### src/logic/a2_settings.svh
// ====================
// Widths, raster limits and frame sizes
// shared by the card's video and audio blocks
// ====================

`ifndef A2_SETTINGS_SVH
`define A2_SETTINGS_SVH

// Audio sample widths
`define A2_AUDIO_W   16
`define A2_EXT_W     13
`define A2_SRC10_W   10

// VDP horizontal raster
`define A2_HMAX      856
`define A2_HDIV      4
`define A2_HCNT_W    10

// Framebuffer pixel word, RGB666
`define A2_PIX_W     18

// Apple II frame
`define A2_APPLE_W   560
`define A2_APPLE_H   192

// Super Hi-Res frame
`define A2_VGC_W     640
`define A2_VGC_H     200

`endif

### src/logic/a2_display_pkg.sv
// ====================
// Packed struct types for audio, framebuffer
// streams, frame geometry and colours
// ====================

`default_nettype none

`include "a2_settings.svh"

package a2_display_pkg;

    // Raw audio sources as they arrive from the sound blocks
    typedef struct packed {
        logic [`A2_AUDIO_W-1:0] ens_l;
        logic [`A2_AUDIO_W-1:0] ens_r;
        logic [`A2_SRC10_W-1:0] spr;
        logic [`A2_SRC10_W-1:0] mb_l;
        logic [`A2_SRC10_W-1:0] mb_r;
        logic                   spk;
        logic                   spk_sw;
    } audio_src_t;

    typedef struct packed {
        logic signed [`A2_AUDIO_W-1:0] left;
        logic signed [`A2_AUDIO_W-1:0] right;
    } stereo_t;

    // One scanner output stream
    typedef struct packed {
        logic                 we;
        logic [`A2_PIX_W-1:0] data;
        logic                 vsync;
    } fb_stream_t;

    typedef struct packed {
        logic [10:0] width;
        logic [9:0]  height;
    } fb_geom_t;

    typedef struct packed {
        logic [5:0] r;
        logic [5:0] g;
        logic [5:0] b;
    } rgb666_t;

endpackage

`default_nettype wire

### src/logic/audio_mixer.sv
// ====================
// Two-stage audio mixer: widen the sources,
// then sum them onto the Ensoniq samples
// ====================

`timescale 1ns/1ps
`default_nettype none

`include "a2_settings.svh"

module audio_mixer #(
    parameter bit SPEAKER_ENABLE = 1'b0
) (
    input  logic                    a2bus_if,
    input  logic                    rst_n_i,
    input  a2_display_pkg::audio_src_t src_i,
    output a2_display_pkg::stereo_t    audio_o
);

    localparam int PAD_10 = `A2_EXT_W - `A2_SRC10_W;
    localparam int PAD_EXT = `A2_AUDIO_W - `A2_EXT_W;

    logic                   spk_en;
    logic [`A2_EXT_W-1:0]   spk_ext;
    logic [`A2_EXT_W-1:0]   spr_ext;
    logic [`A2_EXT_W-1:0]   mb_l_ext;
    logic [`A2_EXT_W-1:0]   mb_r_ext;

    // Stage one registers
    logic [`A2_AUDIO_W-1:0] ens_l_q;
    logic [`A2_AUDIO_W-1:0] ens_r_q;
    logic [`A2_EXT_W-1:0]   spk_q;
    logic [`A2_EXT_W-1:0]   spr_q;
    logic [`A2_EXT_W-1:0]   mb_l_q;
    logic [`A2_EXT_W-1:0]   mb_r_q;

    a2_display_pkg::stereo_t audio_q;

    // Speaker counts only when built in or switched on
    assign spk_en = SPEAKER_ENABLE | src_i.spk_sw;
    assign spk_ext = spk_en ? {src_i.spk, {(`A2_EXT_W-1){1'b0}}} : '0;

    // Unsigned sources sit in the top bits of the 13-bit word
    assign spr_ext  = {src_i.spr,  {PAD_10{1'b0}}};
    assign mb_l_ext = {src_i.mb_l, {PAD_10{1'b0}}};
    assign mb_r_ext = {src_i.mb_r, {PAD_10{1'b0}}};

    always_ff @(posedge a2bus_if or negedge rst_n_i) begin
        if (!rst_n_i) begin
            ens_l_q <= '0;
            ens_r_q <= '0;
            spk_q   <= '0;
            spr_q   <= '0;
            mb_l_q  <= '0;
            mb_r_q  <= '0;
        end else begin
            ens_l_q <= src_i.ens_l;
            ens_r_q <= src_i.ens_r;
            spk_q   <= spk_ext;
            spr_q   <= spr_ext;
            mb_l_q  <= mb_l_ext;
            mb_r_q  <= mb_r_ext;
        end
    end

    // Sums wrap at 16 bits
    always_ff @(posedge a2bus_if or negedge rst_n_i) begin
        if (!rst_n_i) begin
            audio_q <= '0;
        end else begin
            audio_q.left  <= ens_l_q + {{PAD_EXT{1'b0}}, spr_q}
                           + {{PAD_EXT{1'b0}}, mb_l_q} + {{PAD_EXT{1'b0}}, spk_q};
            audio_q.right <= ens_r_q + {{PAD_EXT{1'b0}}, spr_q}
                           + {{PAD_EXT{1'b0}}, mb_r_q} + {{PAD_EXT{1'b0}}, spk_q};
        end
    end

    assign audio_o = audio_q;

    // Both stages come out of reset empty
    a_silent_after_reset: assert property (@(posedge a2bus_if) disable iff (!rst_n_i)
        $rose(rst_n_i) |=> audio_o == '0);

endmodule

`default_nettype wire

### src/logic/vdp_raster_counter.sv
// ====================
// VDP horizontal raster counter with a
// divide-by-four prescaler
// ====================

`timescale 1ns/1ps
`default_nettype none

`include "a2_settings.svh"

module vdp_raster_counter (
    input  logic                  a2bus_if,
    input  logic                  rst_n_i,
    input  logic                  hsync_i,
    output logic [`A2_HCNT_W-1:0] cx_o
);

    localparam int CW = `A2_HCNT_W;
    localparam int DW = $clog2(`A2_HDIV);
    localparam logic [CW-1:0] HMAX = CW'(`A2_HMAX);
    localparam logic [DW-1:0] DIV_LAST = DW'(`A2_HDIV - 1);

    logic [DW-1:0] div_q;
    logic [CW-1:0] cx_q;
    logic          step;

    // One raster step per prescaler wrap, held at the maximum
    assign step = (div_q == DIV_LAST) && (cx_q < HMAX);

    always_ff @(posedge a2bus_if or negedge rst_n_i) begin
        if (!rst_n_i) begin
            div_q <= '0;
            cx_q  <= '0;
        end else if (hsync_i) begin
            // Line start
            div_q <= '0;
            cx_q  <= '0;
        end else begin
            div_q <= div_q + DW'(1);
            if (step) begin
                cx_q <= cx_q + CW'(1);
            end
        end
    end

    assign cx_o = cx_q;

    a_cx_in_range: assert property (@(posedge a2bus_if) disable iff (!rst_n_i)
        cx_o <= HMAX);

endmodule

`default_nettype wire

### src/logic/fb_source_select.sv
// ====================
// Framebuffer source select between the
// Apple II and VGC scanner streams
// ====================

`timescale 1ns/1ps
`default_nettype none

`include "a2_settings.svh"

module fb_source_select (
    input  logic                       a2bus_if,
    input  logic                       rst_n_i,
    input  logic                       vsync_i,
    input  logic                       shrg_i,
    input  a2_display_pkg::fb_stream_t apple_i,
    input  a2_display_pkg::fb_stream_t vgc_i,
    output a2_display_pkg::fb_stream_t fb_o,
    output a2_display_pkg::fb_geom_t   geom_o
);

    localparam a2_display_pkg::fb_geom_t APPLE_GEOM = '{
        width:  11'(`A2_APPLE_W),
        height: 10'(`A2_APPLE_H)
    };
    localparam a2_display_pkg::fb_geom_t VGC_GEOM = '{
        width:  11'(`A2_VGC_W),
        height: 10'(`A2_VGC_H)
    };

    logic                       use_vgc_q;
    a2_display_pkg::fb_stream_t fb_q;
    a2_display_pkg::fb_geom_t   geom_q;

    // Mode only follows SHRG at a frame boundary
    always_ff @(posedge a2bus_if or negedge rst_n_i) begin
        if (!rst_n_i) begin
            use_vgc_q <= 1'b0;
        end else if (vsync_i) begin
            use_vgc_q <= shrg_i;
        end
    end

    // Stream and size move together
    always_ff @(posedge a2bus_if or negedge rst_n_i) begin
        if (!rst_n_i) begin
            fb_q   <= '0;
            geom_q <= '0;
        end else if (use_vgc_q) begin
            fb_q   <= vgc_i;
            geom_q <= VGC_GEOM;
        end else begin
            fb_q   <= apple_i;
            geom_q <= APPLE_GEOM;
        end
    end

    assign fb_o   = fb_q;
    assign geom_o = geom_q;

    a_switch_on_vsync: assert property (@(posedge a2bus_if) disable iff (!rst_n_i)
        !$stable(use_vgc_q) |-> $past(vsync_i));

endmodule

`default_nettype wire

### src/logic/border_palette.sv
// ====================
// Border colour lookup, RGB444 palette
// expanded to RGB666
// ====================

`timescale 1ns/1ps
`default_nettype none

module border_palette (
    input  logic                    a2bus_if,
    input  logic                    rst_n_i,
    input  logic [3:0]              index_i,
    input  logic                    gs_i,
    output a2_display_pkg::rgb666_t color_o
);

    // Lower half Apple II colours, upper half IIgs colours
    localparam logic [11:0] PALETTE [0:31] = '{
        12'h000, 12'h924, 12'h42a, 12'hd4e,
        12'h064, 12'h888, 12'h39e, 12'hcbf,
        12'h450, 12'hc73, 12'h888, 12'hfac,
        12'h3c2, 12'hcd6, 12'h7ec, 12'hfff,
        12'h000, 12'hd03, 12'h009, 12'hd2d,
        12'h072, 12'h555, 12'h22f, 12'h6af,
        12'h850, 12'hf60, 12'haaa, 12'hf98,
        12'h1d0, 12'hff0, 12'h4f9, 12'hfff
    };

    logic [4:0]              addr;
    logic [11:0]             rgb444;
    a2_display_pkg::rgb666_t rgb666;
    a2_display_pkg::rgb666_t color_q;

    assign addr   = {gs_i, index_i};
    assign rgb444 = PALETTE[addr];

    // Each nibble lands in the top of its 6-bit field
    assign rgb666.r = {rgb444[11:8], 2'b00};
    assign rgb666.g = {rgb444[7:4], 2'b00};
    assign rgb666.b = {rgb444[3:0], 2'b00};

    always_ff @(posedge a2bus_if or negedge rst_n_i) begin
        if (!rst_n_i) begin
            color_q <= '0;
        end else begin
            color_q <= rgb666;
        end
    end

    assign color_o = color_q;

endmodule

`default_nettype wire

### src/logic/a2_video_audio_top.sv
// ====================
// Top level joining the audio mixer, VDP counter,
// framebuffer select and border palette
// ====================

`timescale 1ns/1ps
`default_nettype none

`include "a2_settings.svh"

module a2_video_audio_top #(
    parameter bit SPEAKER_ENABLE = 1'b0
) (
    input  logic                       a2bus_if,
    input  logic                       rst_n_i,

    // Audio
    input  a2_display_pkg::audio_src_t audio_src_i,
    output a2_display_pkg::stereo_t    audio_o,

    // VDP raster
    input  logic                       hsync_i,
    output logic [`A2_HCNT_W-1:0]      cx_o,

    // Framebuffer streams
    input  logic                       vsync_i,
    input  logic                       shrg_i,
    input  a2_display_pkg::fb_stream_t apple_fb_i,
    input  a2_display_pkg::fb_stream_t vgc_fb_i,
    output a2_display_pkg::fb_stream_t fb_o,
    output a2_display_pkg::fb_geom_t   geom_o,

    // Border
    input  logic [3:0]                 border_index_i,
    input  logic                       gs_i,
    output a2_display_pkg::rgb666_t    border_o
);

    audio_mixer #(
        .SPEAKER_ENABLE(SPEAKER_ENABLE)
    ) u_audio_mixer (
        .a2bus_if(a2bus_if),
        .rst_n_i (rst_n_i),
        .src_i   (audio_src_i),
        .audio_o (audio_o)
    );

    vdp_raster_counter u_vdp_raster_counter (
        .a2bus_if(a2bus_if),
        .rst_n_i (rst_n_i),
        .hsync_i (hsync_i),
        .cx_o    (cx_o)
    );

    fb_source_select u_fb_source_select (
        .a2bus_if(a2bus_if),
        .rst_n_i (rst_n_i),
        .vsync_i (vsync_i),
        .shrg_i  (shrg_i),
        .apple_i (apple_fb_i),
        .vgc_i   (vgc_fb_i),
        .fb_o    (fb_o),
        .geom_o  (geom_o)
    );

    border_palette u_border_palette (
        .a2bus_if(a2bus_if),
        .rst_n_i (rst_n_i),
        .index_i (border_index_i),
        .gs_i    (gs_i),
        .color_o (border_o)
    );

endmodule

`default_nettype wire

### config.mk
export PLATFORM = sky130hd
export DESIGN_NAME = a2_video_audio_top
export DESIGN_NICKNAME = d
export VERILOG_FILES = /design/src/logic/a2_display_pkg.sv /design/src/logic/audio_mixer.sv /design/src/logic/vdp_raster_counter.sv /design/src/logic/fb_source_select.sv /design/src/logic/border_palette.sv /design/src/logic/a2_video_audio_top.sv
export VERILOG_INCLUDE_DIRS = /design/src /design/src/logic
export SDC_FILE = /design/constraint.sdc
export NUM_CORES = 1
export LEC_CHECK = 0
export BUFFER_PORTS_ARGS = -buffer_cell sky130_fd_sc_hd__buf_2
export CAP_MARGIN = 30
export CORE_MARGIN = 2
export CORE_UTILIZATION = 39
export CTS_CLUSTER_DIAMETER = 30
export DETAILED_ROUTE_END_ITERATION = 10
export MAX_ROUTING_LAYER = met4
export PLACE_DENSITY = 0.74
export SLEW_MARGIN = 5
export SYNTH_ARGS = -nofsm -noshare
export SYNTH_HDL_FRONTEND = slang
export SYNTH_SLANG_ARGS = --single-unit
export TNS_END_PERCENT = 20
### constraint.sdc
create_clock -name a2bus_if -period 3.2 [get_ports a2bus_if]
set_input_delay 0 -clock a2bus_if [delete_from_list [all_inputs] [get_ports a2bus_if]]
set_output_delay 0 -clock a2bus_if [all_outputs]
set_load 0.01 [all_outputs]
==> metrics <==
status complete, no violations; Synth Cell Area 0.00667 mm2; Worst-Margin Slew 0.919 ns; initial antenna violation count 0; EDFF count, synth 0; post-DR vias/cell 4.52; vias in the first global route 5,195; gr ovfl total 0; post-CTS setup buffers 0; first-pass GRT wire length 25.0 mm; Antenna diodes 0; Overall Global Routing Usage 18.4%; Port-buffer cells 194; RSZ-0062 raised after global routing false; Final Routed Wirelength 15.6 mm; Synth top area share 53.7%; Die ar. 0.0182 mm2; Die X 135 um; most common library cells after synthesis dfrtp_1, inv_1, ha_1; Worst Min Path Start border_index_i[3]; Crit-path slowest cell fa_1; die height 135 um; CP peak stage delay 0.55 ns; Syn. warnings 0; largest cells by area after synthesis dfrtp_1, ha_1, fa_1; asr flop ratio synth 100%; nets@finish 1,055; most common cell in the netlist dfrtp_1; H-tree depth 4; share of cells above drive strength 1 28.9%; family with the most delay on the worst path adder cells; Num CTS Buffers 17; setup TNS 0 ns; Rel. slew slack 38.7%; Max Slew Vio Count 0; Worst setup EP type register; PD cells 572 mW/mm2; combinational fraction of design power 23.6%; Switching Fraction 29.2%; share of the yosys chip area belonging to registers 53.7%; Sink Count 143; largest net degree at the start of global routing 92; storage element area 0.00358 mm2; area grow syn2layout 42.3%; Synth Instances 565; Initial DRC Count 147; synthesized flop and latch total 143; Initial Utilization 40.1%; Buffers & Inverters on Critical Path 2; row cnt 47; Max Fclk 339 MHz; CP max FO 3; period utilisation layout 92.1%; Setup Skew 0.00674 ns; worst path cell trace inv_1, fa_1, inv_1, ha_1, ha_1, fa_1, a21o_1, nand4_1, o21ai_0, o41ai_1, xnor2_1; Period minus WS final 2.95 ns; Hold Crit Class input pin to register; Seq pwr share 39.1%; Fin. Hold Viols 0; num ports 215; Pre-antenna DRT Iters 5; MaxCap Viol Count 0; Clock power frac 37.4%; Pint 3840 uW; gpl congestion 0.826; fillcell total 1,369; maximum root-to-sink buffer count 2; CORE AREA 0.0166 mm2; Worst Path Required 3.54 ns; Clock Tree Root clkbuf_16; Leak 0.00488 uW; Critical path origin u_audio_mixer.mb_l_q[5]; Final Setup Violations 0; FF-to-FF Start u_audio_mixer.mb_l_q[5]; Syn Area/Cell 11.8 um2; CP Launch Type register; area of the multi-input gates 0.00257 mm2; post-DP HPWL 10.2 mm; Peak VDD IR 0.381 mV; Worst-Skew Late Latency 0.42 ns; Post-route DRC 0; CP Class register to register; via count 4,987; top cell type by total area after synthesis dfrtp_1; CTS tree done; sw power 1580 uW; Netlist cell types 51; post-route ant nets 0; Core Util, Final 57.0%; clk slew on worst S/H paths 0.07 ns; ys flop type dfrtp_1; drt wl/cell 14.1 um; crit path DAT 3.29 ns
-- cells by family (layout without fill, tap and decap cells) --
kind of cell	Yosys count	after routing	share of synthesized area (%)
buffers and inverters	132	431	8.93
muxes	23	23	3.83
DFF	143	143	53.7
adders and majority gates	71	71	16.0
and+or+nand+nor	84	84	5.93
other	2	21	0.113
AOI/OAI and AO/OA	85	85	8.24
xor gates and xnor gates	25	25	3.28
-- tightest hold or removal path: stages --
cell     delay (ns)
buf_2          0.23
o21ai_0        0.12
o21ai_0        0.08
-- power by group through the flow --
stage                     clock network [uW]  registers (uW)  logic [uW]
final                                   2030            2120        1280
after detailed placement                   0            2140        1150
after floorplan                            0            2230         618
after global routing                    2150            2140        1430
after global placement                     0            2140        1130
after CTS                               2080            2120        1290
-- sequential cells by signal (all words and copies together), names as in the netlist, 3 cells and up --
| name | cells |
|---|---|
| u_audio_mixer.audio_o | 32 |
| u_audio_mixer.ens_l_q | 16 |
| u_border_palette.color_o | 12 |
| u_fb_source_select.geom_o | 3 |
| u_audio_mixer.mb_r_q | 10 |
| u_audio_mixer.mb_l_q | 10 |
| u_fb_source_select.fb_o | 20 |
| u_audio_mixer.spr_q | 10 |
| u_audio_mixer.ens_r_q | 16 |
| u_vdp_raster_counter.cx_o | 10 |
-- routing by layer --
| layer | track usage [%] | vias to the layer above | part of all wire (%) |
|---|---|---|---|
| li1 | - | 2405 | - |
| met1 | 20.8 | 2417 | 40 |
| met2 | 31.7 | 140 | 52 |
| met3 | 4.47 | 25 | 5.1 |
| met4 | 6.55 | 0 | 2.2 |
| met5 | - | - | 0 |
-- cell usage in the layout (no fill, tap or decap), types with 18 or more instances in the layout --
cell type / n
fa_1: 24
nor2_1: 31
nand2_1: 18
ha_1: 47
mux2_2: 20
dfrtp_1: 143
a21oi_1: 28
conb_1: 21
buf_2: 193
dlygate4sd3_1: 111
inv_1: 92
o21ai_0: 20
-- layout make-up --
type,instances,area share (%)
multi-input combinational,309,27.1
clock buffer,18,4.63
tap,220,2.90
inverter,93,3.68
clock inverter,14,1.79
timing repair buffer,306,22.2
sequential,143,37.7
-- final timing paths --
path | end | slack (ns) | depth (start not counted)
max reg2reg | u_audio_mixer.audio_o[29] | 0.25 | 11
max | u_audio_mixer.audio_o[29] | 0.25 | 11
max in group asynchronous | u_audio_mixer.ens_r_q[7] | 2.27 | 3
min reg2reg | u_audio_mixer.audio_o[0] | 0.35 | 0
min in group asynchronous | u_audio_mixer.ens_r_q[14] | 0.10 | 2
min | u_border_palette.color_o[11] | 0.06 | 3
-- metrics by stage --
stage,setup slack [ns],area (um2),hold slack (ns),cells,total power [uW]
after floorplan,0.516,6740,-0.296,584,2850
after global placement,0.397,7770,-0.0216,960,3270
after detailed placement,0.324,7770,-0.0164,960,3290
after CTS,0.303,9490,0.0367,1103,5490
after global routing,0.0736,9490,0.0821,1103,5720
final,0.254,9490,0.0626,1103,5420
-- timing repair --
action | CTS | global route
gates resized for setup | 0 | 0
endpoints found under the hold margin | 155 | 0
setup endpoints to repair | 0 | 0
hold buffers | 111 | 0
(Power assumes the default switching activity.)
